### src/verilog/rv_defines.svh
`ifndef RV_DEFINES_SVH
`define RV_DEFINES_SVH

// Core data width
`define RV_XLEN 32

// Architectural registers, x0 included
`define RV_NREGS 32

// Data memory depth in 32-bit words
`define RV_DMEM_WORDS 256

// Fetch address on interrupt entry
`define RV_TRAP_VECTOR 32'h0000_0100

`endif

### src/verilog/rv_pkg.sv
package rv_pkg;

    // Major opcodes of the supported subset
    typedef enum logic [6:0] {
        OPC_OP     = 7'b0110011, // Register-register ALU
        OPC_OP_IMM = 7'b0010011, // ADDI
        OPC_LOAD   = 7'b0000011, // LW
        OPC_STORE  = 7'b0100011, // SW
        OPC_BRANCH = 7'b1100011, // BEQ, BNE
        OPC_JAL    = 7'b1101111
    } opcode_e;

    typedef enum logic [2:0] {
        ALU_ADD,
        ALU_SUB,
        ALU_AND,
        ALU_OR,
        ALU_XOR,
        ALU_SLT,    // Signed compare
        ALU_PASS_B  // Operand b straight through
    } alu_op_e;

    // Write-back source, load must stay at 1
    typedef enum logic [1:0] {
        RES_ALU  = 2'd0,
        RES_LOAD = 2'd1,
        RES_PC4  = 2'd2
    } result_sel_e;

    // Operand source in EXE
    typedef enum logic [1:0] {
        FWD_NONE = 2'd0, // Register file value from ID
        FWD_WB   = 2'd1,
        FWD_MEM  = 2'd2
    } fwd_sel_e;

endpackage

### src/verilog/decoder.sv
`timescale 1ns/10ps
`include "rv_defines.svh"

module decoder
    import rv_pkg::*;
(
    input  logic [31:0]         instr,
    output logic [4:0]          rs1,
    output logic [4:0]          rs2,
    output logic [4:0]          rd,
    output logic [`RV_XLEN-1:0] imm,
    output alu_op_e             alu_op,
    output logic                alu_src_imm, // Operand b from imm
    output logic                mem_write,
    output logic                is_branch,
    output logic                branch_ne,   // BNE when set, BEQ otherwise
    output logic                is_jal,
    output logic                valid_op,
    output result_sel_e         result_sel
);

    opcode_e     opcode;
    logic [2:0]  funct3;
    logic [6:0]  funct7;
    logic [31:0] imm_i;
    logic [31:0] imm_s;
    logic [31:0] imm_b;
    logic [31:0] imm_j;

    assign opcode = opcode_e'(instr[6:0]);
    assign funct3 = instr[14:12];
    assign funct7 = instr[31:25];

    // Sign-extended immediate formats
    assign imm_i = {{20{instr[31]}}, instr[31:20]};
    assign imm_s = {{20{instr[31]}}, instr[31:25], instr[11:7]};
    assign imm_b = {{19{instr[31]}}, instr[31], instr[7], instr[30:25], instr[11:8], 1'b0};
    assign imm_j = {{11{instr[31]}}, instr[31], instr[19:12], instr[20], instr[30:21], 1'b0};

    always_comb begin
        rs1         = instr[19:15];
        rs2         = instr[24:20];
        rd          = instr[11:7];
        imm         = imm_i;
        alu_op      = ALU_ADD;
        alu_src_imm = 1'b0;
        mem_write   = 1'b0;
        is_branch   = 1'b0;
        branch_ne   = 1'b0;
        is_jal      = 1'b0;
        result_sel  = RES_ALU;
        valid_op    = 1'b1;

        case (opcode)
            OPC_OP: begin
                case (funct3)
                    3'b000:  alu_op = funct7[5] ? ALU_SUB : ALU_ADD;
                    3'b010:  alu_op = ALU_SLT;
                    3'b100:  alu_op = ALU_XOR;
                    3'b110:  alu_op = ALU_OR;
                    3'b111:  alu_op = ALU_AND;
                    default: valid_op = 1'b0;
                endcase
                // Only SUB may carry funct7 bit 5
                if (funct7 != 7'b0 && !(funct7 == 7'b0100000 && funct3 == 3'b000)) begin
                    valid_op = 1'b0;
                end
            end
            OPC_OP_IMM: begin // ADDI only
                rs2         = 5'd0;
                alu_src_imm = 1'b1;
                valid_op    = (funct3 == 3'b000);
            end
            OPC_LOAD: begin
                rs2         = 5'd0;
                alu_src_imm = 1'b1;
                result_sel  = RES_LOAD;
                valid_op    = (funct3 == 3'b010);
            end
            OPC_STORE: begin
                rd          = 5'd0;
                imm         = imm_s;
                alu_src_imm = 1'b1; // Address is rs1 + imm
                mem_write   = 1'b1;
                valid_op    = (funct3 == 3'b010);
            end
            OPC_BRANCH: begin
                rd        = 5'd0;
                imm       = imm_b;
                alu_op    = ALU_SUB;
                is_branch = 1'b1;
                branch_ne = funct3[0];
                valid_op  = (funct3[2:1] == 2'b00);
            end
            OPC_JAL: begin
                rs1        = 5'd0;
                rs2        = 5'd0;
                imm        = imm_j;
                alu_op     = ALU_PASS_B;
                is_jal     = 1'b1;
                result_sel = RES_PC4; // Link value
            end
            default: valid_op = 1'b0;
        endcase

        // Anything unknown behaves as a bubble
        if (!valid_op) begin
            rs1        = 5'd0;
            rs2        = 5'd0;
            rd         = 5'd0;
            mem_write  = 1'b0;
            is_branch  = 1'b0;
            is_jal     = 1'b0;
            result_sel = RES_ALU;
        end
    end

endmodule

### config.mk
export PLATFORM = sky130hd
export DESIGN_NAME = decoder
export DESIGN_NICKNAME = d
export VERILOG_FILES = /design/src/verilog/rv_pkg.sv /design/src/verilog/decoder.sv
export VERILOG_INCLUDE_DIRS = /design/src /design/src/verilog
export SDC_FILE = /design/constraint.sdc
export NUM_CORES = 1
export LEC_CHECK = 0
export BUFFER_PORTS_ARGS = -buffer_cell sky130_fd_sc_hd__buf_2
export CAP_MARGIN = 10
export CORE_MARGIN = 4
export CORE_UTILIZATION = 36
export DETAILED_ROUTE_END_ITERATION = 16
export PLACE_DENSITY = 0.84
export REMOVE_ABC_BUFFERS = 1
export SYNTH_ARGS = -nofsm -noshare
export SYNTH_HDL_FRONTEND = slang
export SYNTH_SLANG_ARGS = --single-unit
### constraint.sdc
create_clock -name vclk -period 1.77
set_input_delay 0.0885 -clock vclk [all_inputs]
set_output_delay 0.0885 -clock vclk [all_outputs]
set_load 0.02 [all_outputs]
==> reports/results.txt <==
Seq_cells - 0
Final instance area - 1428 um2
Layout area overhead - 76.08%
Tightest Pin Transition - 0.4891 ns
Wire per inst - 14.73 um
Minimum clock period - 1.881 ns
Drc violations - 0
Starting Density - 39.71%
Max FO, Critical Path - 6
GP Congestion - 0.8538
Grt met3 use - 2.331%
Commonest non-fill, non-tap cell in the layout - buf_2
Fraction of layout cells with a size suffix above 1 - 63.02%
Detailed-route via count - 1,127
Die height - 55.46 um
Critical path's slowest cell - or4_4
Met2 GRT Util - 42.40%
CP Data Required Time - 1.68 ns
Fin. max-slew vios - 0
Most frequent cells in the layout - 73 x buf_2, 18 x nand2_1, 13 x buf_4
Gr usage total - 19.59%
Fin. Hold Viols - 0
CP cell instances - buf_6 -> or4_4 -> a2111oi_4 -> o2111ai_4 -> buf_12 -> buf_12 -> a31oi_4 -> buf_6
WP data arrival - 1.79 ns
Max Cap Violations - 0
Yosys warnings - 0
Status - finished, violations left
Failing checks - negative setup slack
Vias per std cell - 5.146
Pwr dens - 166.9 nW/um2
Grt met1 use - 20.05%
Max transition margin - 67.17%
Mean Syn Cell Area - 6.871 um2
# port buffers - 90
CP endpoint kind - primary output
Row cnt - 16
Reg area - 0 um2
IO Pins - 90
DRT antenna net count - 0
Initial antenna violation count - 0
GRT busiest layer - met2
Drt total wl - 3.225 mm
Vias in the first global route - 1,147
Area post-placement - 1186 um2
Final-stage net count - 226
Die area - 3075 um2
CP max stage delay - 0.54 ns
Drt pass-1 iters - 4
VDD IR max - 0.0001801 V
Core Area - 2042 um2
Lkg Pwr - 0.7669 nW
Fin crit share - 106.3%
Clk_buf instances - 0
Worst setup SP type - input pin
Cell taking the most area after synthesis - buf_4
Hold Path Class - input pin to primary output
Global-route wire length before repair - 5.223 mm
Largest net degree at the start of global routing - 14
DR iter-0 viols - 21
Pre-CTS setup slack - -0.2251 ns
Post-synth cell types - 36
CTS Hold Bufs - 0
Final setup viols - 16
Seq/Total Area, Yosys - 0%
Detailed Place HPWL - 2.451 mm
Mapped cell area - 810.8 um2
Synth top area share - 17.59%
Post-synthesis cell count - 118
Fin util - 69.91%
Die Width - 55.46 um
Fmax - 531.7 MHz
Setup WS post-layout - -0.1108 ns
Gr ovfl total - 0
Antenna cells - 0
RSZ-0062 raised after global routing - yes
Synth top area cells - buf_4 18%, a31oi_2 14%, nand2_1 8.3%, a21o_1 7.4%, a211oi_1 4.6%
Crit Path Class - input pin to primary output
worst paths after layout:
path / startpoint / endpoint / slack, ns / cells past startpoint
hold / removal: instr[28] / imm[8] / 0.40 / 2
setup / recovery: instr[28] / rd[0] / -0.11 / 8
final cells by class:
type,count,area (um2)
fillers,177,614.3
inverters,9,33.78
multi-input cells,82,694.4
well taps,27,33.78
repair buffers,101,665.6
metal layers:
metal	part of all wire (%)	routed length (um)
met1	36	1158
met5	0	0
met4	0.71	23
met2	58	1868
met3	5.4	175
kinds of logic after synthesis:
| group | Yosys count | synth area share (%) |
|---|---|---|
| compound gates | 41 | 45.37 |
| simple gates | 39 | 25.77 |
| buf+inv | 36 | 26.54 |
| xor+xnor | 1 | 1.080 |
| mux | 1 | 1.235 |
synth_stat cells, drive strengths merged:
master and count:
a2111oi 1, a211oi 5, a21o 8, a21oi 2
a22oi 1, a31oi 11, and2 3, and3 1
and4b 1, buf 21, clkbuf 6, inv 9
mux2i 1, nand2 18, nand3 3, nand4b 1
nand4bb 1, nor2 3, nor3 2, nor4 2
nor4b 2, o2111ai 1, o211a 1, o21ai 9
o31ai 2, or2 1, or4 1, xnor2 1
critical path, delay by kind of cell:
kind	cells	cell delay, ns
buf+inv	4	0.55
compound gates	3	0.61
simple gates	1	0.54
stage by stage:
step                TNS, ns  power (mW)  instances  hold WS (ns)
floorplan            -1.763     0.08104         91        0.1770
global placement     -2.537      0.2211        216        0.4144
detailed placement   -2.868      0.2249        216        0.4210
CTS                  -1.282      0.2332        219        0.3971
global route         -1.641      0.2557        219        0.3958
finish               -1.126      0.2383        219        0.3964
power breakdown:
part           internal [mW]  switching [mW]
logic                 0.0897           0.149
registers                  0               0
clock network              0               0
what timing repair did:
item | CTS | global route
endpoints found under the setup margin | 16 | 16
cloned | 1 | 0
setup buffers | 2 | 0
pin swaps | 4 | 5
resized for setup | 29 | 12
Note: power is estimated with default switching activity, not from simulation.
