$ cat src/verilog/rv_defines.svh
`ifndef RV_DEFINES_SVH
`define RV_DEFINES_SVH

// Core data width
`define RV_XLEN 32

// Architectural registers, x0 included
`define RV_NREGS 32

// Data memory depth in 32-bit words
`define RV_DMEM_WORDS 256

// Fetch address on interrupt entry
`define RV_TRAP_VECTOR 32'h0000_0100

`endif

$ cat src/verilog/rv_pkg.sv
package rv_pkg;

    // Major opcodes of the supported subset
    typedef enum logic [6:0] {
        OPC_OP     = 7'b0110011, // Register-register ALU
        OPC_OP_IMM = 7'b0010011, // ADDI
        OPC_LOAD   = 7'b0000011, // LW
        OPC_STORE  = 7'b0100011, // SW
        OPC_BRANCH = 7'b1100011, // BEQ, BNE
        OPC_JAL    = 7'b1101111
    } opcode_e;

    typedef enum logic [2:0] {
        ALU_ADD,
        ALU_SUB,
        ALU_AND,
        ALU_OR,
        ALU_XOR,
        ALU_SLT,    // Signed compare
        ALU_PASS_B  // Operand b straight through
    } alu_op_e;

    // Write-back source, load must stay at 1
    typedef enum logic [1:0] {
        RES_ALU  = 2'd0,
        RES_LOAD = 2'd1,
        RES_PC4  = 2'd2
    } result_sel_e;

    // Operand source in EXE
    typedef enum logic [1:0] {
        FWD_NONE = 2'd0, // Register file value from ID
        FWD_WB   = 2'd1,
        FWD_MEM  = 2'd2
    } fwd_sel_e;

endpackage

$ cat src/verilog/execute_stage.sv
`timescale 1ns/10ps
`include "rv_defines.svh"

module execute_stage
    import rv_pkg::*;
(
    input  logic [`RV_XLEN-1:0] pc,
    input  logic [`RV_XLEN-1:0] imm,
    input  logic [`RV_XLEN-1:0] rs1_data,
    input  logic [`RV_XLEN-1:0] rs2_data,
    input  logic [`RV_XLEN-1:0] alu_result_mem, // Result of the MEM instruction
    input  logic [`RV_XLEN-1:0] wb_data,
    input  fwd_sel_e            forwarding_a,
    input  fwd_sel_e            forwarding_b,
    input  alu_op_e             alu_op,
    input  logic                alu_src_imm,
    input  logic                is_branch,
    input  logic                branch_ne,
    input  logic                is_jal,
    input  logic                valid,
    output logic [`RV_XLEN-1:0] alu_result,
    output logic [`RV_XLEN-1:0] store_data,
    output logic [`RV_XLEN-1:0] branch_target,
    output logic                pc_next_sel
);

    logic [`RV_XLEN-1:0] op_a;
    logic [`RV_XLEN-1:0] op_b_reg; // Forwarded rs2 before the imm mux
    logic [`RV_XLEN-1:0] op_b;
    logic                equal;

    always_comb begin
        case (forwarding_a)
            FWD_MEM: op_a = alu_result_mem;
            FWD_WB:  op_a = wb_data;
            default: op_a = rs1_data;
        endcase
        case (forwarding_b)
            FWD_MEM: op_b_reg = alu_result_mem;
            FWD_WB:  op_b_reg = wb_data;
            default: op_b_reg = rs2_data;
        endcase
    end

    assign op_b       = alu_src_imm ? imm : op_b_reg;
    assign store_data = op_b_reg;

    always_comb begin
        case (alu_op)
            ALU_ADD: alu_result = op_a + op_b;
            ALU_SUB: alu_result = op_a - op_b;
            ALU_AND: alu_result = op_a & op_b;
            ALU_OR:  alu_result = op_a | op_b;
            ALU_XOR: alu_result = op_a ^ op_b;
            ALU_SLT: alu_result = {{(`RV_XLEN-1){1'b0}}, $signed(op_a) < $signed(op_b)};
            default: alu_result = op_b; // PASS_B
        endcase
    end

    // Branch compare on the register operands
    assign equal         = (op_a == op_b_reg);
    assign branch_target = pc + imm; // Same adder for B and J offsets
    assign pc_next_sel   = valid && (is_jal || (is_branch && (branch_ne ? !equal : equal)));

endmodule

$ cat config.mk
export PLATFORM = sky130hd
export DESIGN_NAME = execute_stage
export DESIGN_NICKNAME = d
export VERILOG_FILES = /design/src/verilog/rv_pkg.sv /design/src/verilog/execute_stage.sv
export VERILOG_INCLUDE_DIRS = /design/src /design/src/verilog
export SDC_FILE = /design/constraint.sdc
export NUM_CORES = 1
export LEC_CHECK = 0
export BUFFER_PORTS_ARGS = -buffer_cell sky130_fd_sc_hd__buf_2
export CAP_MARGIN = 25
export CORE_AREA = 2 2 133 135
export DETAILED_ROUTE_END_ITERATION = 8
export DIE_AREA = 0 0 135 137
export PLACE_DENSITY = 0.89
export SLEW_MARGIN = 20
export SYNTH_ARGS = -nofsm -noshare
export SYNTH_HDL_FRONTEND = slang
export SYNTH_SLANG_ARGS = --single-unit
$ cat constraint.sdc
create_clock -name vclk -period 10.6
set_clock_uncertainty 0.1 [all_clocks]
set_input_delay 2.65 -clock vclk [all_inputs]
set_output_delay 2.65 -clock vclk [all_outputs]
set_load 0.01 [all_outputs]
==> metrics.md <==
| Metric | Value |
|---|---|
| Tmin final | 10.19 ns |
| Worst hold slack | 5.52 ns |
| Pwr Total | 1.04 mW |
| Detailed Place HPWL | 34.0 mm |
| Max Fclk | 98.1 MHz |
| Met3 usage | 0.0689 |
| Comb power frac | 1.000 |
| Lkg Pwr | 5.22 nW |
| Synth Instances | 1367 |
| Die span in x | 135 µm |
| Status | finished, final reports clean |
| Grt peak-use layer | met2 |
| Worst VDD drop | 52.0 µV |
| CP Launch Point | forwarding_b[1] |
| CP startpoint kind | input pin |
| Final worst slack | 0.406 ns |
| Detailed-route DRC error count | 0 |
| CTS resizes | 0 |
| Vias in the first global route | 11100 |
| Endpoints failing setup | 0 |
| Mean post-synth cell area | 6.60 µm² |
| Initial antenna violation count | 10 |
| Vias | 12300 |
| Fin nets | 1958 |
| Max-slew headroom | 0.428 |
| Hold-fix buffers at CTS | 0 |
| Sequential element share of the synthesized area | 0 |
| Pin count of the biggest net entering global routing | 66 |
| Fraction of layout cells with a size suffix above 1 | 0.229 |
| Final Slew Violations | 0 |
| First-pass GRT wire length | 62.9 mm |
| Clk pwr share | 0 |
| Core area | 17100 µm² |
| Setup bufs post-CTS | 0 |
| Yosys warns | 0 |
| Post-route cell area | 10700 µm² |
| Hold path cells | 4 |
| Rows | 48 |
| Worst Min Path Start | is_jal |
| Sw Pwr | 0.644 mW |
| Met2 GRT Util | 0.712 |
| Sequential cell area | 0 µm² |
| Dpl cells | 1836 |
| Final core occ | 0.629 |
| Max FO, Critical Path | 18 |
| Area growth from synthesis to layout | 19.0% |
| Worst Path Arrival | 7.44 ns |
| Wire per inst | 22.7 µm |
| Hold Vio Cnt, Final | 0 |
| Chip Height | 137 µm |
| Fin cells | 1846 |
| Unrepaired setup endpoints after global routing | false |
| Initial Util | 0.529 |
| GP Congestion | 1.05 |
| Pwr/cell area | 96.7 nW/µm² |
| Routed WL | 42.0 mm |
| Type of the worst setup path | input pin to output port |
| Tot GR Track Use | 0.430 |
| Count of cell types in the netlist | 77 |
| Pre-Repair DR Iteration Count | 9 |
| Die ar. | 18500 µm² |
| Seq pwr share | 0 |
| IO Count | 301 |
| Antenna-violating nets left | 0 |
| Grt met1 use | 0.531 |
| FF+latch count | 0 |
| Worst Hold End | pc_next_sel |
| GR Overflow Total | 0 |
| 1st-iter DRT viols | 1781 |
| Slew @ Worst Pin | 0.856 ns |
| Tcrit/Tclk final | 0.962 |
| Sum of negative setup slack | 0 ns |
| Power Internal | 0.394 mW |
| Min-Delay Path Class | input pin to output port |
| Cell Area, Synth | 9020 µm² |
| Clkbuf count | 0 |
| Routed vias/inst | 6.68 |
| Max-cap violations | 0 |
| Syn nets | 1711 |
| Port bufs | 301 |
| Placed cell area | 10700 µm² |
| Setup Slack @ Placement | 0.329 ns |
| Switching part of the total power | 0.620 |
| Nature of the critical path endpoint | output port |
| Worst EP required | 7.85 ns |
[cell type report]
class              instances  area [µm²]
inverters                116         435
repair buffers           334        1770
multi-input cells       1162        8230
well taps                225         282
fillers                 1670        6320
diodes                     9        22.5
[per-layer routing]
metal / wire (µm) / up-vias
met4: 3100 / 4
met3: 4580 / 212
met1: 15700 / 5600
met5: 27 / -
met2: 18500 / 938
li1: - / 5584
[critical path, cell delays in order]
cell and delay, ns:
buf_2 0.12, inv_1 0.05, ha_1 0.51, buf_4 0.35, a22oi_1 0.15, o21ai_0 0.62, mux2i_1 0.40, inv_1 0.13
ha_1 0.33, inv_1 0.14, nand3_1 0.17, o22ai_1 0.11, o21ai_0 0.38, o22ai_1 0.18, a211oi_1 0.32, o21bai_1 0.13
or3_1 0.32, a32oi_1 0.20, buf_2 0.16
[kinds of logic after synthesis]
family	after synthesis	share of synthesized area
adder cells (fa/ha/maj)	140	0.197
XOR/XNOR	73	0.0709
multiplexers	39	0.0473
AND/OR/NAND/NOR	331	0.172
AO/OA/AOI/OAI	579	0.424
buffers and inverters	205	0.0885
[worst max-delay path by stage]
stage	endpoint	slack, ns	cells after the start
finish	alu_result[29]	0.41	19
global route	alu_result[31]	0.16	19
CTS	alu_result[31]	0.28	18
detailed placement	alu_result[31]	0.33	18
global placement	alu_result[27]	0.28	18
floorplan	alu_result[31]	1.34	15
[power by group through the flow]
stage               logic [mW]  clock network, mW  registers, mW
finish                    1.04        0.000000114              0
global route              1.12       0.0000000884              0
CTS                       1.01                  0              0
detailed placement        1.00                  0              0
global placement         0.995                  0              0
floorplan                0.683                  0              0
[synth_stat cells, types with 10 or more instances]
library cell  number  area, µm²
o22ai_1           16        100
a22oi_1           52        390
mux2_2            19        214
nor2b_1           12       75.1
nand3_1           18       90.1
nand2b_1          12       75.1
a21oi_1          124        621
xnor2_1           62        543
a221o_1           33        330
a21o_1            32        240
inv_1            112        420
xor2_1            11       96.3
nor2_1           102        383
buf_1             10       37.5
a211oi_1          19        143
nand4_1           19        119
a31oi_1           21        131
nand2_1          100        375
o21a_1            18        135
o21bai_1          17        128
o21ai_0          149        746
nor4_1            15       93.8
nor3_1            14       70.1
ha_1             137       1710
o211ai_1          12       90.1
mux2i_1           19        190
buf_2             11       55.1
clkbuf_1          65        244
[placed cells by master, fill, tap and decap left out, types with 5 or more instances in the layout]
cell	Yosys	layout
buf_2	11	301
o21ai_0	149	149
ha_1	137	136
a21oi_1	124	124
inv_1	112	112
nor2_1	102	101
nand2_1	100	100
xnor2_1	62	62
a22oi_1	52	52
a221o_1	33	33
a21o_1	32	32
buf_4	2	31
a31oi_1	21	21
mux2_2	19	19
mux2i_1	19	19
a211oi_1	19	19
nand4_1	19	19
nand3_1	18	18
o21a_1	18	18
o21bai_1	17	17
o22ai_1	16	16
nor4_1	15	15
nor3_1	14	14
nor2b_1	12	12
o211ai_1	12	12
nand2b_1	12	12
xor2_1	11	11
diode_2	0	9
and2_1	8	8
a32oi_1	8	8
and3_1	7	7
o31ai_1	7	7
or3_1	6	6
a21boi_0	6	6
o2111ai_1	5	5
o41ai_1	5	5
No activity file was read; power rests on OpenSTA's default activity.
