==> src/verilog/rv_defines.svh <==
`ifndef RV_DEFINES_SVH
`define RV_DEFINES_SVH

// Core data width
`define RV_XLEN 32

// Architectural registers, x0 included
`define RV_NREGS 32

// Data memory depth in 32-bit words
`define RV_DMEM_WORDS 256

// Fetch address on interrupt entry
`define RV_TRAP_VECTOR 32'h0000_0100

`endif

==> src/verilog/reg_file.sv <==
`timescale 1ns/10ps
`include "rv_defines.svh"

module reg_file (
    input  logic                clk,
    input  logic                we,
    input  logic [4:0]          ra1,
    input  logic [4:0]          ra2,
    input  logic [4:0]          wa,
    input  logic [`RV_XLEN-1:0] wd,
    output logic [`RV_XLEN-1:0] rd1,
    output logic [`RV_XLEN-1:0] rd2
);

    logic [`RV_XLEN-1:0] regs [`RV_NREGS];

    always_ff @(posedge clk) begin
        if (we && wa != 5'd0) begin
            regs[wa] <= wd; // x0 never written
        end
    end

    // Write in the same cycle shows up on the read ports
    assign rd1 = (ra1 == 5'd0) ? '0 : (we && wa == ra1) ? wd : regs[ra1];
    assign rd2 = (ra2 == 5'd0) ? '0 : (we && wa == ra2) ? wd : regs[ra2];

endmodule

==> config.mk <==
export PLATFORM = sky130hd
export DESIGN_NAME = reg_file
export DESIGN_NICKNAME = d
export VERILOG_FILES = /design/src/verilog/reg_file.sv
export VERILOG_INCLUDE_DIRS = /design/src /design/src/verilog
export SDC_FILE = /design/constraint.sdc
export NUM_CORES = 1
export LEC_CHECK = 0
export BUFFER_PORTS_ARGS = -buffer_cell sky130_fd_sc_hd__buf_4
export CELL_PAD_IN_SITES_DETAIL_PLACEMENT = 0
export CELL_PAD_IN_SITES_GLOBAL_PLACEMENT = 1
export CORE_UTILIZATION = 59
export DETAILED_ROUTE_END_ITERATION = 6
export PLACE_DENSITY = 0.87
export SLEW_MARGIN = 25
export SYNTH_ARGS = -nofsm -noshare
export SYNTH_HDL_FRONTEND = slang
export SYNTH_SLANG_ARGS = --single-unit
==> constraint.sdc <==
create_clock -name clk -period 8.6 [get_ports clk]
set_clock_uncertainty 0.15 [all_clocks]
set_input_delay 1.29 -clock clk [delete_from_list [all_inputs] [get_ports clk]]
set_output_delay 1.29 -clock clk [all_outputs]
set_load 0.03 [all_outputs]
==> results of run 1 <==
## cell families after synthesis
| family | count (synthesis) | share of synthesized area |
|---|---|---|
| muxes | 657 | 0.247 |
| other | 1 | 0.0000783 |
| DFF | 1024 | 0.642 |
| and+or+nand+nor | 202 | 0.0199 |
| AOI/OAI and AO/OA | 415 | 0.0644 |
| xor gates and xnor gates | 10 | 0.00183 |
| buffers and inverters | 211 | 0.0243 |
## cell usage in the layout (no fill, tap or decap), types with 4 or more instances in the layout
cell type	netlist	final
a2111oi_0	25	25
a211o_1	5	5
a211oi_1	19	19
a21o_1	13	13
a21oi_1	41	41
a221oi_1	27	27
a22o_1	48	48
a22oi_1	81	81
a311oi_1	5	5
a31oi_1	6	6
and2_1	6	4
buf_4	38	181
bufinv_16	0	9
clkbuf_1	78	22
clkbuf_16	0	101
clkinv_1	0	21
clkinv_2	0	20
conb_1	1	32
diode_2	0	4
edfxtp_1	1024	1024
mux2_2	30	30
mux2i_1	210	210
mux4_2	417	417
nand2_1	58	58
nand3_1	7	7
nand3b_1	9	9
nand4_1	9	9
nor2_1	74	42
nor2_4	0	32
nor2b_1	17	12
nor2b_4	0	4
nor3_1	5	4
o2111ai_1	7	7
o21ai_0	38	37
o221ai_1	30	30
o22a_1	7	7
o22ai_1	41	41
o31ai_1	11	11
or3b_2	6	6
xnor2_1	10	10
## metal layers
metal | GRT usage | up-vias | wire length [um] | part of all wire
li1 | - | 11120 | - | -
met5 | 0 | - | 0 | 0
met3 | 0.0892 | 456 | 20300 | 0.14
met4 | 0.165 | 0 | 7390 | 0.052
met1 | 0.478 | 14996 | 48900 | 0.34
met2 | 0.535 | 2546 | 66800 | 0.47
## where the power goes
| group | total (W) | switching (W) | internal (W) |
|---|---|---|---|
| Combinational | 0.00109 | 0.000667 | 0.000420 |
| Sequential | 0.00560 | 0.0000320 | 0.00556 |
| Clock | 0.00428 | 0.00186 | 0.00242 |
## critical path: stages
cell	delay, ns
buf_4	0.54
nor2_1	0.39
nand2_1	0.83
o211a_2	0.97
o311ai_0	0.36
nand3_1	0.28
buf_4	0.20
## layout make-up
| class | count | share of cell area |
|---|---|---|
| Clock buffer | 123 | 0.0491 |
| Sequential cell | 1024 | 0.579 |
| Antenna cell | 4 | 0.000188 |
| Multi-Input combinational cell | 1316 | 0.308 |
| Timing Repair Buffer | 190 | 0.0284 |
| Tap cell | 1060 | 0.0250 |
| Clock inverter | 59 | 0.00987 |
| Inverter | 2 | 0.000141 |
## how the worst min path moves through the flow
| stage | from | end | slack (ns) | cells after the start |
|---|---|---|---|---|
| 2_1_floorplan | wd[0] | regs[0][0]$_DFFE_PP_ | 1.24 | 0 |
| 3_3_place_gp | wd[28] | regs[22][28]$_DFFE_PP_ | 1.55 | 1 |
| 3_5_place_dp | wd[7] | regs[6][7]$_DFFE_PP_ | 1.56 | 1 |
| 4_1_cts | wd[10] | regs[10][10]$_DFFE_PP_ | 0.88 | 1 |
| 5_1_grt | wd[10] | regs[8][10]$_DFFE_PP_ | 0.90 | 1 |
| 6_report | wd[20] | regs[19][20]$_DFFE_PP_ | 0.90 | 1 |
## stage by stage
step / power (W) / utilization / hold slack (ns)
finish: 0.0110 / 0.660 / 0.898
global route: 0.0112 / 0.660 / 0.897
CTS: 0.0109 / 0.660 / 0.876
detailed placement: 0.00676 / 0.621 / 1.56
global placement: 0.00674 / 0.621 / 1.55
floorplan: 0.00637 / - / 1.24
==> impl_results.md, run 1 <==
* Top_reg_cell synth: edfxtp_1
* Non-filler cells, final at about 3800
* Least-Margin Pin Slew at 1.02 ns
* Vias at roughly 29000
* Worst hold path type: input port to flip-flop
* Largest net degree at the start of global routing at around 100
* Post-Route WL at ~140000 um
* IO buf count at around 110
* I/O pin count at between 100 and 150
* Resized cells post-CTS at 0
* DR vias/cell at 7.71
* Post-route setup TNS at 0 ns
* Post-DP HPWL at slightly below 80000 um
* Synth top area share at 0.642
* Drt first-iter violations at roughly 4900
* Max-slew violation count at 0
* Regs by FF count: regs: 1024 flops
* Status: complete, but fails checks
* Drt drc at 3
* Critical path class: input port to primary output
* Post-synthesis sequential area ratio at 0.642
* Core Rows at roughly 100
* CTS tree: built
* Post-layout worst setup margin at between 2 and 2.5 ns
* Startpoint types: input port
* RSZ-0062 raised after global routing: no
* Routed WL per cell at 37.9 um
* Mapped Avg Cell Area at approximately 19 um2
* Final setup vio count at 0
* Area delta synth->final at 10.9%
* Clock period minus worst slack at 6.34 ns
* First-pass GRT wire length at around 200000 um
* Failing checks: DRC
* Mapped Area at 47900 um2
* Cts bufs inserted at 98
* Dpl cells at between 3000 and 4000
* Vias in the first global route at between 20000 and 30000
* Number of flip-flops in the largest register at just over 1000
* Fillcell total at around 5200
* Placer Congestion at 0.845
* Post-DRT Antenna Nets at 0
* Die Ht at 287 um
* Post-synth EDFFs at a little over 1000
* Core area at just over 80000 um2
* Post-CTS setup buffers at 0
* Total grt overflow at 0
* Setup WS pre-CTS at about 2.5 ns
* Clock sink count at between 1000 and 1500
* Synth top cells by count: edfxtp_1 (1024), mux4_2 (417), mux2i_1 (210), a22oi_1 (81), clkbuf_1 (78)
* Cell Area, Placed at 49900 um2
* Area of the multi-input gates at around 16000 um2
* Req. time, crit path at roughly 7 ns
* Storage element area at a little over 30000 um2
* DRT Pass-1 Iters at 7
* Die area at about 82000 um2
* Rel. slew slack at 0.318
* Main area contributors after synthesis: edfxtp_1 (64%), mux4_2 (20%), mux2i_1 (4.4%), a22oi_1 (1.3%), a22o_1 (0.88%)
* CTS HTree Levels at 3
* Synth Instances at 2520
* Post-synth cell types at 53
* Hold_buf cts at 0
* Area leader, netlist: edfxtp_1
* CTS root buffer: clkbuf_16
* Die X at between 200 and 300 um
* Initial antenna violation count at 3
* Effective utilization at floorplan at 0.595
* Static leakage at 17.2 nW
* Reg clk slew, reported paths at 0.06 ns
* Data arrival, critical path at around 5 ns
* Critical-path maximum fanout at 36
* Largest reg by FF count: regs
* Crit path from: ra1[2]
* Yosys warnings at 0
* Fin crit share at 0.738
* Crit path capture: rd1[19]
* Total GRT Usage at 0.350
* Nets@finish at around 2700
* Fraction of layout cells with a size suffix above 1 at 0.306
* Highest Clock Rate at 0.158 GHz
* Power per cell area at about 210 nW/um2
* CP Capture Type: primary output
* Asr flop ratio synth at 0
* Final Instance Area at ~53000 um2
* Hold Violations, Final at 0
* Count leader, synth: edfxtp_1
* Seq cells post-synth at around 1000
* Max Buffers Root-to-Sink at 3
* Max Cap Viol at 0
* Peak supply drop at about 0.14 mV
No activity file was read; power rests on OpenSTA's default activity.
==> run 2, diff against run 1 <==
- CORE_UTILIZATION: 59 -> 55
- PLACE_DENSITY: 0.87 -> 0.82
- clock period: 8.6 -> 5.9 ns (I/O delays scaled with it)
==> run 2 against run 1 <==
  * Via count is 0.74% higher
  * Clock power grew 55%
  * Critical path depth rose by 1
  * Routed wire length increased by 5.2%
  * Global-route usage down 0.99 points
  * Design area grew 1.4%
  * Total power is 50% higher
  * Cell count rose by 3.5%
  * Worst hold slack worse by 0.42 ns
  * Utilization is 3.2 points lower
  * First-iteration DRC count decreased by 2.1%
  * The run now ends clean
  * Highest routed layer is now met5
  * Non-clock buffer count increased by 34
==> impl_results.md, run 2 (same netlist as run 1, synthesis figures left out) <==
* Power per cell area at 304 nW/um2 (+47%)
* Static leakage at 17.5 nW (+1.9%)
* Largest reg by FF count: regs
* Worst hold path type: input port to flip-flop
* Gate power share at 0.098 (about the same)
* Storage element area at 30700 um2 (unchanged)
* CP max stage delay at 0.64 ns (-0.33 ns)
* Die Ht at 297 um (+3.5%)
* Post-DRT Antenna Nets at 0 (unchanged)
* Crit path capture: rd1[12]
* Initial antenna violation count at 4 (+1)
* DRT Pass-1 Iters at 6 (-1)
* CTS tree: built
* Vias in the first global route at 29628 (+1.4%)
* Reg clk slew, reported paths at 0.06 ns (about the same)
* Total grt overflow at 0 (unchanged)
* Critical path's slowest cell: mux4_2
* Post-CTS setup buffers at 0 (unchanged)
* Total GRT Usage at 0.340 (-0.00987)
* HP Start: wd[8]
* Cell Area, Placed at 50500 um2 (+1.0%)
* Switching pwr at 0.00382 W (+49%)
* Die area at 88200 um2 (+7.2%)
* CTS HTree Levels at 3 (unchanged)
* Sw frac at 0.233 (-0.000354)
* Worst hold slack at 0.480 ns (-0.418 ns)
* Post-route setup TNS at 0 ns (unchanged)
* First-pass GRT wire length at 213000 um (+4.7%)
* Placer Congestion at 0.867 (+2.6%)
* Startpoint types: input port
* Crit-path cells: buf_8 -> buf_12 -> mux4_2 -> nor2_1 -> a2111o_1 -> a211oi_1 -> a221o_1 -> buf_4
* Area of the multi-input gates at 16400 um2 (about the same)
* Clock sink count at 1024 (unchanged)
* I/O pin count at 113 (unchanged)
* IO buf count at 112 (unchanged)
* CP Capture Type: primary output
* Total power at 0.0164 W (+50%)
* Req. time, crit path at 4.87 ns (-2.29 ns)
* Most frequent cells in the layout: edfxtp_1 (1024), mux4_2 (417), mux2i_1 (210)
* Most common cell after layout, fill and taps aside: edfxtp_1
* Hold_buf cts at 0 (unchanged)
* Max-slew violation count at 0 (unchanged)
* Fillcell total at 5868 (+13%)
* WP depth at 8 (+1)
* CP bufs+invs at 3 (+1)
* Final setup vio count at 0 (unchanged)
* CTS root buffer: clkbuf_16
* Crit path max-delay family: buffers and inverters
* Final Instance Area at 53900 um2 (+1.4%)
* Effective utilization at floorplan at 0.559 (-0.0366)
* Crit path from: ra1[0]
* Highest Clock Rate at about 0.20 GHz
* Max Cap Viol at 0 (unchanged)
* RSZ-0062 raised after global routing: no
* Int Pwr at 0.0126 W (+50%)
* Routed WL per cell at 38.6 um (+1.6%)
* Hold Violations, Final at 0 (unchanged)
* DR vias/cell at 7.50 (-2.6%)
* Critical-path maximum fanout at 81 (+130%)
* Vias at 29334 (+0.74%)
* Nets@finish at 2720 (+1.5%)
* Clock period minus worst slack at between 5 and 6 ns
* Data arrival, critical path at 4.04 ns (-0.86 ns)
* Resized cells post-CTS at 0 (unchanged)
* Drt drc at 0 (-3)
* Max Buffers Root-to-Sink at 3 (unchanged)
* Cts bufs inserted at 103 (+5.1%)
* Fin crit share at 0.860
* Number of flip-flops in the largest register at 1024 (unchanged)
* Largest net degree at the start of global routing at 95 (-8.7%)
* Regs by FF count: regs: 1024 flops
* Fraction of layout cells with a size suffix above 1 at 0.318 (+0.0116)
* Sequential power share at 0.498 (-0.013)
* Status: finished clean
* Post-DP HPWL at 87000 um (+13%)
* Post-Route WL at 151000 um (+5.2%)
* Drt first-iter violations at 4825 (-2.1%)
* Core area at 85700 um2 (+6.5%)
* Area delta synth->final at 12.5%
* Die X at 297 um (+3.5%)
* Core Rows at 107 (+2.9%)
* Peak supply drop at 0.224 mV (+58%)
* Critical path class: input port to primary output
* Clock power frac at 0.404 (+0.014)
* Least-Margin Pin Slew at 1.18 ns (+0.156 ns)
* Rel. slew slack at 0.216 (-0.102)
-- run 2: cell count changes in the layout (fill, tap and decap cells not counted), moves of 3 or more --
| cell | previous run | this run |
|---|---|---|
| clkbuf_16 | 101 | 107 |
| clkinv_4 | 3 | 0 |
| bufinv_16 | 9 | 12 |
| buf_12 | 2 | 10 |
| clkinvlp_4 | 3 | 6 |
| buf_4 | 181 | 207 |
-- run 2: worst min-delay path by stage --
stage	slack [ns]	depth (start not counted)	end
global placement	1.14	1	regs[4][10]$_DFFE_PP_
floorplan	0.83	0	regs[0][0]$_DFFE_PP_
detailed placement	1.16	1	regs[12][18]$_DFFE_PP_
CTS	0.46	1	regs[3][3]$_DFFE_PP_
global route	0.48	1	regs[6][7]$_DFFE_PP_
finish	0.48	1	regs[21][8]$_DFFE_PP_
-- run 2: area by class of cell --
class                           count  share of cell area
Clock buffer                      127              0.0511
Timing Repair Buffer              224              0.0352
Multi-Input combinational cell   1316               0.304
Clock inverter                     67              0.0120
Antenna cell                        5            0.000232
Sequential cell                  1024               0.571
Inverter                            2            0.000139
Tap cell                         1144              0.0266
-- run 2: through the flow --
stage | std cells | worst slack, ns | utilization
final | 3909 | 0.825 | 0.629
after global routing | 3905 | 0.777 | 0.629
after CTS | 3904 | 0.972 | 0.629
after detailed placement | 3710 | 0.985 | 0.589
after global placement | 3707 | 0.969 | 0.588
after floorplan | 2551 | 1.98 | -
-- run 2: routing by layer --
metal / track usage / part of all wire / vias to the layer above
met1: 0.468 / 0.35 / 15234
li1: - / - / 11210
met2: 0.513 / 0.46 / 2480
met5: 0 / 0.00013 / -
met4: 0.155 / 0.048 / 4
met3: 0.0904 / 0.14 / 406
-- run 2: power groups by stage --
stage / sequential (W) / combinational [W] / clock, W
after global placement: 0.00830 / 0.00157 / 0
after CTS: 0.00816 / 0.00159 / 0.00664
after detailed placement: 0.00831 / 0.00158 / 0
after floorplan: 0.00830 / 0.000994 / 0
final: 0.00816 / 0.00161 / 0.00662
after global routing: 0.00816 / 0.00167 / 0.00689
