File: config.mk
export PLATFORM = sky130hd
export DESIGN_NAME = hazard_detection
export DESIGN_NICKNAME = d
export VERILOG_FILES = /design/src/verilog/rv_defines.svh /design/src/verilog/rv_pkg.sv /design/src/verilog/hazard_detection.sv
export SDC_FILE = /design/constraint.sdc
export NUM_CORES = 1
export LEC_CHECK = 0
export ABC_AREA = 1
export ABC_CLOCK_PERIOD_IN_PS = 1200
export CORE_AREA = 5 5 42 44
export DETAILED_ROUTE_END_ITERATION = 16
export DIE_AREA = 0 0 47 49
export DONT_BUFFER_PORTS = 1
export PLACE_DENSITY = 0.76
export SYNTH_ARGS = -nofsm -noshare
export SYNTH_HDL_FRONTEND = slang
export SYNTH_SLANG_ARGS = --single-unit
File: constraint.sdc
create_clock -name vclk -period 1.2
set_clock_uncertainty 0.1 [all_clocks]
set_input_delay 0.18 -clock vclk [all_inputs]
set_output_delay 0.18 -clock vclk [all_outputs]
set_load 0.01 [all_outputs]
File: src/verilog/rv_defines.svh
`ifndef RV_DEFINES_SVH
`define RV_DEFINES_SVH

// Core data width
`define RV_XLEN 32

// Architectural registers, x0 included
`define RV_NREGS 32

// Data memory depth in 32-bit words
`define RV_DMEM_WORDS 256

// Fetch address on interrupt entry
`define RV_TRAP_VECTOR 32'h0000_0100

`endif

File: src/verilog/rv_pkg.sv
package rv_pkg;

    // Major opcodes of the supported subset
    typedef enum logic [6:0] {
        OPC_OP     = 7'b0110011, // Register-register ALU
        OPC_OP_IMM = 7'b0010011, // ADDI
        OPC_LOAD   = 7'b0000011, // LW
        OPC_STORE  = 7'b0100011, // SW
        OPC_BRANCH = 7'b1100011, // BEQ, BNE
        OPC_JAL    = 7'b1101111
    } opcode_e;

    typedef enum logic [2:0] {
        ALU_ADD,
        ALU_SUB,
        ALU_AND,
        ALU_OR,
        ALU_XOR,
        ALU_SLT,    // Signed compare
        ALU_PASS_B  // Operand b straight through
    } alu_op_e;

    // Write-back source, load must stay at 1
    typedef enum logic [1:0] {
        RES_ALU  = 2'd0,
        RES_LOAD = 2'd1,
        RES_PC4  = 2'd2
    } result_sel_e;

    // Operand source in EXE
    typedef enum logic [1:0] {
        FWD_NONE = 2'd0, // Register file value from ID
        FWD_WB   = 2'd1,
        FWD_MEM  = 2'd2
    } fwd_sel_e;

endpackage

File: src/verilog/hazard_detection.sv
`timescale 1ns/10ps

module hazard_detection
    import rv_pkg::*;
(
    input  logic [4:0]  rs1_id,
    input  logic [4:0]  rs2_id,
    input  logic [4:0]  rs1_exe,
    input  logic [4:0]  rs2_exe,
    input  logic [4:0]  rd_exe,
    input  logic [4:0]  rs2_mem,
    input  logic [4:0]  rd_mem,
    input  logic [4:0]  rd_wb,
    input  result_sel_e result_sel_exe,
    input  logic        pc_next_sel,    // Taken branch or JAL in EXE
    input  logic        interrupt_ctrl, // Pending interrupt request
    output logic        flush_if_id,
    output logic        flush_id_exe,
    output logic        stall_if,
    output logic        stall_if_id,
    output logic        interrupt_en,
    output fwd_sel_e    forwarding_a,
    output fwd_sel_e    forwarding_b,
    output logic        forwarding_mem
);

    logic load_use_hazard;

    // MEM is younger than WB, so it wins when both write the source
    function automatic fwd_sel_e pick_fwd(input logic [4:0] rs);
        fwd_sel_e sel;
        sel = FWD_NONE;
        if (rd_mem != 5'd0 && rd_mem == rs) begin
            sel = FWD_MEM;
        end else if (rd_wb != 5'd0 && rd_wb != rd_mem && rd_wb == rs) begin
            sel = FWD_WB;
        end
        return sel;
    endfunction

    always_comb begin
        forwarding_a   = pick_fwd(rs1_exe);
        forwarding_b   = pick_fwd(rs2_exe);
        // Store data still in MEM can lag the value now in WB
        forwarding_mem = (rd_wb != 5'd0) && (rd_wb == rs2_mem);
    end

    // Load result only exists after MEM, so a dependent in ID has to wait
    assign load_use_hazard = (result_sel_exe == RES_LOAD) && (rd_exe != 5'd0) &&
                             ((rs1_id == rd_exe) || (rs2_id == rd_exe));

    // No interrupt while a redirect or a stall is in flight
    assign interrupt_en = interrupt_ctrl && !load_use_hazard && !pc_next_sel;

    always_comb begin
        stall_if     = 1'b0;
        stall_if_id  = 1'b0;
        flush_if_id  = 1'b0;
        flush_id_exe = 1'b0;

        if (load_use_hazard) begin
            stall_if     = 1'b1; // Hold PC
            stall_if_id  = 1'b1; // Hold consumer in ID
            flush_id_exe = 1'b1; // Bubble into EXE
        end

        // Redirect kills the IF and ID instructions
        if (pc_next_sel) begin
            flush_if_id = 1'b1;
        end

        if (interrupt_en) begin
            flush_if_id  = 1'b1;
            flush_id_exe = 1'b1;
        end
    end

endmodule

==> metrics.yaml, run 1 <==
worst_setup_path:
  crit_type: "in -> out"
  worst_setup_path_start_kind: "primary input"
  timing.critical_path.to_type: "primary output"
  timing.critical_path.fanout_max: 7
  critPathRequiredTime_ns: 0.92
  cp-startpoint: "rd_wb[0]"
  timing.critical_path.arrival_ns: 0.86
synthesis:
  synth_area_leader_cell: "sky130_fd_sc_hd__xnor2_1"
  postSynthCellCount: 117
  synthesis.area_um2: 662
  mean_instance_size_in_the_synthesized_netlist_um2: 5.66
  cells_taking_the_most_area_after_synthesis: "sky130_fd_sc_hd__xnor2_1 (29%), sky130_fd_sc_hd__nand2_1 (16%), sky130_fd_sc_hd__nor2_1 (7.9%), sky130_fd_sc_hd__xor2_1 (7.9%), sky130_fd_sc_hd__inv_1 (7.4%)"
  distinct_cells_synth: 17
  synth_commonest_cells: "sky130_fd_sc_hd__nand2_1 (29), sky130_fd_sc_hd__xnor2_1 (22), sky130_fd_sc_hd__nor2_1 (14)"
  synth_nets: 161
  synth.yosys.warnings: 0
  synth_most_common_cell: "sky130_fd_sc_hd__nand2_1"
  synth-seq-area-share: 0
  synth.top_cell.area_share: 0.291
power_and_ir_drop:
  p_int_uw: 99.3
  worst_ir_drop_vdd_mv: 0.102
  power.density_mw_per_mm2: 268
  p_leak_nw: 0.311
  power.share.switching: 0.432
  power_frac_comb: 1.000
  seq_power_share: 0
  clock_power_share: 0
  total_switching_power_uw: 75.6
timing:
  setup_total_negative_slack_ns: 0
  report.final.setup_viol: 0
  period_needed_ns: 1.14
  maxClockFrequency_mhz: 876
  drv_slew: 0
  hold_viol_final: 0
  relSlewSlack: 0.756
  whs_ns: 0.293
  final_period_utilization: 0.952
  setup_repair_after_global_routing_missed_its_margin: "yes"
  actual_transition_at_the_worst_max_transition_pin_ns: 0.363
run:
  maxCapViolCount: 0
route:
  post_drt_via_cell_ratio: 5.20
  wl_per_cell_um: 12.2
  first_pass_iters: 4
  drcViolationCount: 0
  drt_iter0_drc: 6
  totalWireLength_um: 1560
  routed-via-count: 665
  ant_nets: 0
global_route:
  gr-usage-all-layers: 0.127
  grt_pass1_vias: 667
  grt_max_degree: 8
  grt-ovfl-total: 0
  grt_pass1_wl_um: 2370
  antenna_found_initial: 0
clock_network:
  cts_hold_repair.buffers: 0
  resize_count_post_cts: 0
  post-cts-setup-buffer-count: 0
layout:
  diodes: 0
  seqCellArea_um2: 0
  layout-drive-gt1-share: 0.0804
  final.fill_count: 163
  layout_nets: 158
  syn2layout_area_growth_pct: -1.51
  stdcell_area_um2: 652
  area_used_by_multi_input_combinational_logic_um2: 564
  nFlopsAndLatches: 0
  clock_buffer_count: 0
place:
  place.port_buffers: 0
  cell_area_placed_um2: 649
  gp_congestion: 0.839
  place_hpwl_um: 1480
min_path:
  hold_path_startpoint: "pc_next_sel"
  worstHoldEndpoint: "interrupt_en"
  min_delay_path_depth: 1
  hold_path.class: "in -> out"
floorplanning:
  cell_rows: 14
  ios: 54
  die-width_um: 47
  die-height_um: 49
  start_util: 0.472
  fp.dieArea_mm2: 0.00230
  core_mm2: 0.00140
status:
  run_status: "finished, final reports clean"
==> worst max-delay path by stage <==
stage                     slack (ns)              end  depth (start not counted)
after detailed placement        0.05  forwarding_a[0]                          4
after global placement          0.06  forwarding_a[0]                          4
after CTS                       0.04  forwarding_a[0]                          4
after floorplan                0.003   forwarding_mem                          3
final                           0.06  forwarding_b[0]                          4
after global routing          -0.004     interrupt_en                          9
==> final cells by class <==
type | count | share of cell area
Tap cell | 16 | 0.0307
Multi-Input combinational cell | 95 | 0.866
Inverter | 16 | 0.0921
Timing Repair Buffer | 1 | 0.0115
==> power groups by stage <==
stage | Clock, mW | Combinational (mW) | Sequential [mW]
6_report | 0 | 0.175 | 0
3_5_place_dp | 0 | 0.175 | 0
4_1_cts | 0 | 0.176 | 0
3_3_place_gp | 0 | 0.171 | 0
5_1_grt | 0 | 0.194 | 0
2_1_floorplan | 0 | 0.180 | 0
==> metrics by stage <==
step                      total power [mW]   util  instances  setup WS (ns)
final                                0.175  0.465        128         0.0580
after global routing                 0.194  0.465        128       -0.00419
after CTS                            0.176  0.463        128         0.0430
after detailed placement             0.175  0.463        128         0.0468
after global placement               0.171  0.463        128         0.0600
after floorplan                      0.180      -        117        0.00294
==> placed cells by master, fill, tap and decap left out <==
| master | synthesis | final |
|---|---|---|
| sky130_fd_sc_hd__nor2_1 | 14 | 11 |
| sky130_fd_sc_hd__nand2_1 | 29 | 29 |
| sky130_fd_sc_hd__nor3b_1 | 1 | 1 |
| sky130_fd_sc_hd__a22oi_2 | 2 | 2 |
| sky130_fd_sc_hd__inv_2 | 3 | 3 |
| sky130_fd_sc_hd__xnor2_1 | 22 | 22 |
| sky130_fd_sc_hd__nand3_1 | 5 | 5 |
| sky130_fd_sc_hd__nor3_1 | 4 | 4 |
| sky130_fd_sc_hd__nor2_2 | 0 | 3 |
| sky130_fd_sc_hd__inv_1 | 13 | 13 |
| sky130_fd_sc_hd__xor2_1 | 6 | 6 |
| sky130_fd_sc_hd__nand4_1 | 5 | 5 |
| sky130_fd_sc_hd__nor4_1 | 1 | 1 |
| sky130_fd_sc_hd__buf_4 | 1 | 1 |
| sky130_fd_sc_hd__or2_1 | 4 | 4 |
| sky130_fd_sc_hd__o21ai_1 | 2 | 2 |
==> routing by layer <==
metal	vias up	part of all wire	global-route usage
met3	2	0.12	0.0185
met2	36	0.52	0.258
met4	0	0.0026	0.00461
met5	-	0	0
li1	348	-	-
met1	279	0.36	0.133
==> cells by family (layout without fill, tap and decap cells) <==
kind of cell           Yosys count  after routing  synth area share
AND/OR/NAND/NOR                 63             63             0.418
XOR/XNOR                        28             28             0.371
buffers and inverters           22             17             0.159
AO/OA/AOI/OAI                    4              4            0.0529
==> worst max-delay path, stage by stage <==
cell and delay (ns):
sky130_fd_sc_hd__or2_1 0.22, sky130_fd_sc_hd__a22oi_2 0.17, sky130_fd_sc_hd__nand4_1 0.12, sky130_fd_sc_hd__nor2_2 0.18
(Power assumes the default switching activity.)
==> run 2, diff against run 1 <==
- CORE_AREA: 5 5 42 44 -> not set
- CORE_MARGIN: not set -> 5
- CORE_UTILIZATION: not set -> 45
- DIE_AREA: 0 0 47 49 -> not set
- MAX_ROUTING_LAYER: not set -> met4
- PLACE_DENSITY: 0.76 -> 0.71
==> run 2 against run 1 <==
Net effect:
- first-iteration DRC count is 33% lower
- sequential cell count stayed put
- via count is 0.45% higher
- utilization is 3.5 points higher
- critical endpoint unchanged
- highest routed layer is now met3
- design area is 3.6% higher
==> metrics.yaml, run 2 (synthesis gave the netlist of run 1 again) <==
status:
  run_status: "finished, final reports clean"
place:
  place.port_buffers: 0  # unchanged
  gp_congestion: 0.772  # -8.0%
  place_hpwl_um: 1460  # -1.4%
  placedCellCount: 128  # unchanged
  cell_area_placed_um2: 656  # +0.96%
clock_network:
  post-cts-setup-buffer-count: 0  # unchanged
power_and_ir_drop:
  power.density_mw_per_mm2: 267  # -0.59%
  post-layout-total-power_uw: 180  # +3.0%
  worst_ir_drop_vdd_mv: 0.119  # +17%
  p_leak_nw: 0.318  # +2.3%
worst_setup_path:
  cp_slowest_cell: "sky130_fd_sc_hd__or2_1"
  crit_type: "in -> out"
  max_stage_delay_ns: 0.22  # about the same
  timing.critical_path.to_type: "primary output"
  cp-startpoint: "rd_wb[0]"
  timing.critical_path.arrival_ns: 0.86  # about the same
  path_buf_inv: 0  # unchanged
  critical_path_cell_by_cell: "or2_1 -> a22oi_2 -> nand4_1 -> nor2_2"
  worst_setup_path_start_kind: "primary input"
  cpLargestDelayFamily: "simple AND/OR/NAND/NOR gates"
  timing.critical_path.fanout_max: 7  # unchanged
  critPathRequiredTime_ns: 0.92  # about the same
layout:
  final.fill_count: 151  # -7.4%
  layout_nets: 159  # +0.63%
  layoutNonFillerInstCount: 128  # unchanged
  clock_buffer_count: 0  # unchanged
  layout_commonest_cell: "sky130_fd_sc_hd__nand2_1"
  seqCellArea_um2: 0  # unchanged
  nFlopsAndLatches: 0  # unchanged
  stdcell_area_um2: 676  # +3.6%
  diodes: 0  # unchanged
  syn2layout_area_growth_pct: 2.08
  mostFrequentLayoutCells: "sky130_fd_sc_hd__nand2_1 (26), sky130_fd_sc_hd__xnor2_1 (22), sky130_fd_sc_hd__inv_1 (13)"
  layout-drive-gt1-share: 0.124  # +0.0435
min_path:
  hold_path.class: "in -> out"
  hold_path_startpoint: "pc_next_sel"
timing:
  actual_transition_at_the_worst_max_transition_pin_ns: 0.356  # -0.00655 ns
  hold_viol_final: 0  # unchanged
  drv_slew: 0  # unchanged
  setup_total_negative_slack_ns: 0  # unchanged
  period_needed_ns: 1.14  # +0.00197 ns
  maxClockFrequency_mhz: 874  # -0.17%
  report.final.setup_viol: 0  # unchanged
  setup_repair_after_global_routing_missed_its_margin: "no"
  final_period_utilization: 0.953  # +0.00165
  relSlewSlack: 0.761  # +0.00440
global_route:
  grt_pass1_vias: 631  # -5.4%
  antenna_found_initial: 0  # unchanged
  grt_pass1_wl_um: 2560  # +8.2%
  grt_max_degree: 8  # unchanged
  gr-usage-all-layers: 0.124  # -0.00298
  grt-ovfl-total: 0  # unchanged
floorplanning:
  die-width_um: 48.4  # +2.9%
  fp.dieArea_mm2: 0.00234  # +1.5%
  start_util: 0.490  # +0.0179
  ios: 54  # unchanged
  cell_rows: 13  # -1
  core_mm2: 0.00135  # -3.7%
  die-height_um: 48.4  # -1.3%
route:
  drt_iter0_drc: 4  # -2
  wl_per_cell_um: 12.5  # +2.1%
  totalWireLength_um: 1600  # +2.1%
  ant_nets: 0  # unchanged
  first_pass_iters: 2  # -2
  routed-via-count: 668  # +0.45%
  post_drt_via_cell_ratio: 5.22  # +0.45%
  drcViolationCount: 0  # unchanged
run:
  maxCapViolCount: 0  # unchanged
run 2: path summary, 6_finish.rpt:
check / cells after the start / slack [ns] / end
min: 1 / 0.28 / interrupt_en
max: 4 / 0.06 / forwarding_b[0]
run 2: where the power goes:
| group | internal [mW] | total (mW) | switching, mW | leakage (nW) |
|---|---|---|---|---|
| registers | 0 | 0 | 0 | 0 |
| logic | 0.103 | 0.180 | 0.0774 | 0.318 |
| clock network | 0 | 0 | 0 | 0 |
| total | 0.103 | 0.180 | 0.0774 | 0.318 |
run 2: cell type report:
class | count | area, µm² | share of cell area
inverters | 16 | 60.1 | 0.0889
multi-input cells | 95 | 582 | 0.861
well taps | 15 | 18.8 | 0.0278
repair buffers | 2 | 15.0 | 0.0222
run 2: timing repair:
| action | 4_1_cts | 5_1_grt |
|---|---|---|
| gates resized for setup | 0 | 6 |
| endpoints found under the setup margin | 0 | 3 |
| hold buffers | 0 | 0 |
run 2: stage by stage:
stage	setup slack (ns)	utilization	hold WS, ns
2_1_floorplan	0.00294	-	0.308
3_3_place_gp	0.0639	0.486	0.314
3_5_place_dp	0.0350	0.486	0.316
4_1_cts	0.0294	0.486	0.316
5_1_grt	0.00386	0.500	0.283
6_report	0.0560	0.500	0.281
run 2: per-layer routing:
metal / vias up / track usage / share of wire
met5: - / - / 0
met1: 282 / 0.118 / 0.34
met3: 0 / 0.0642 / 0.15
met2: 37 / 0.233 / 0.51
li1: 349 / - / -
met4: 0 / 0 / 0
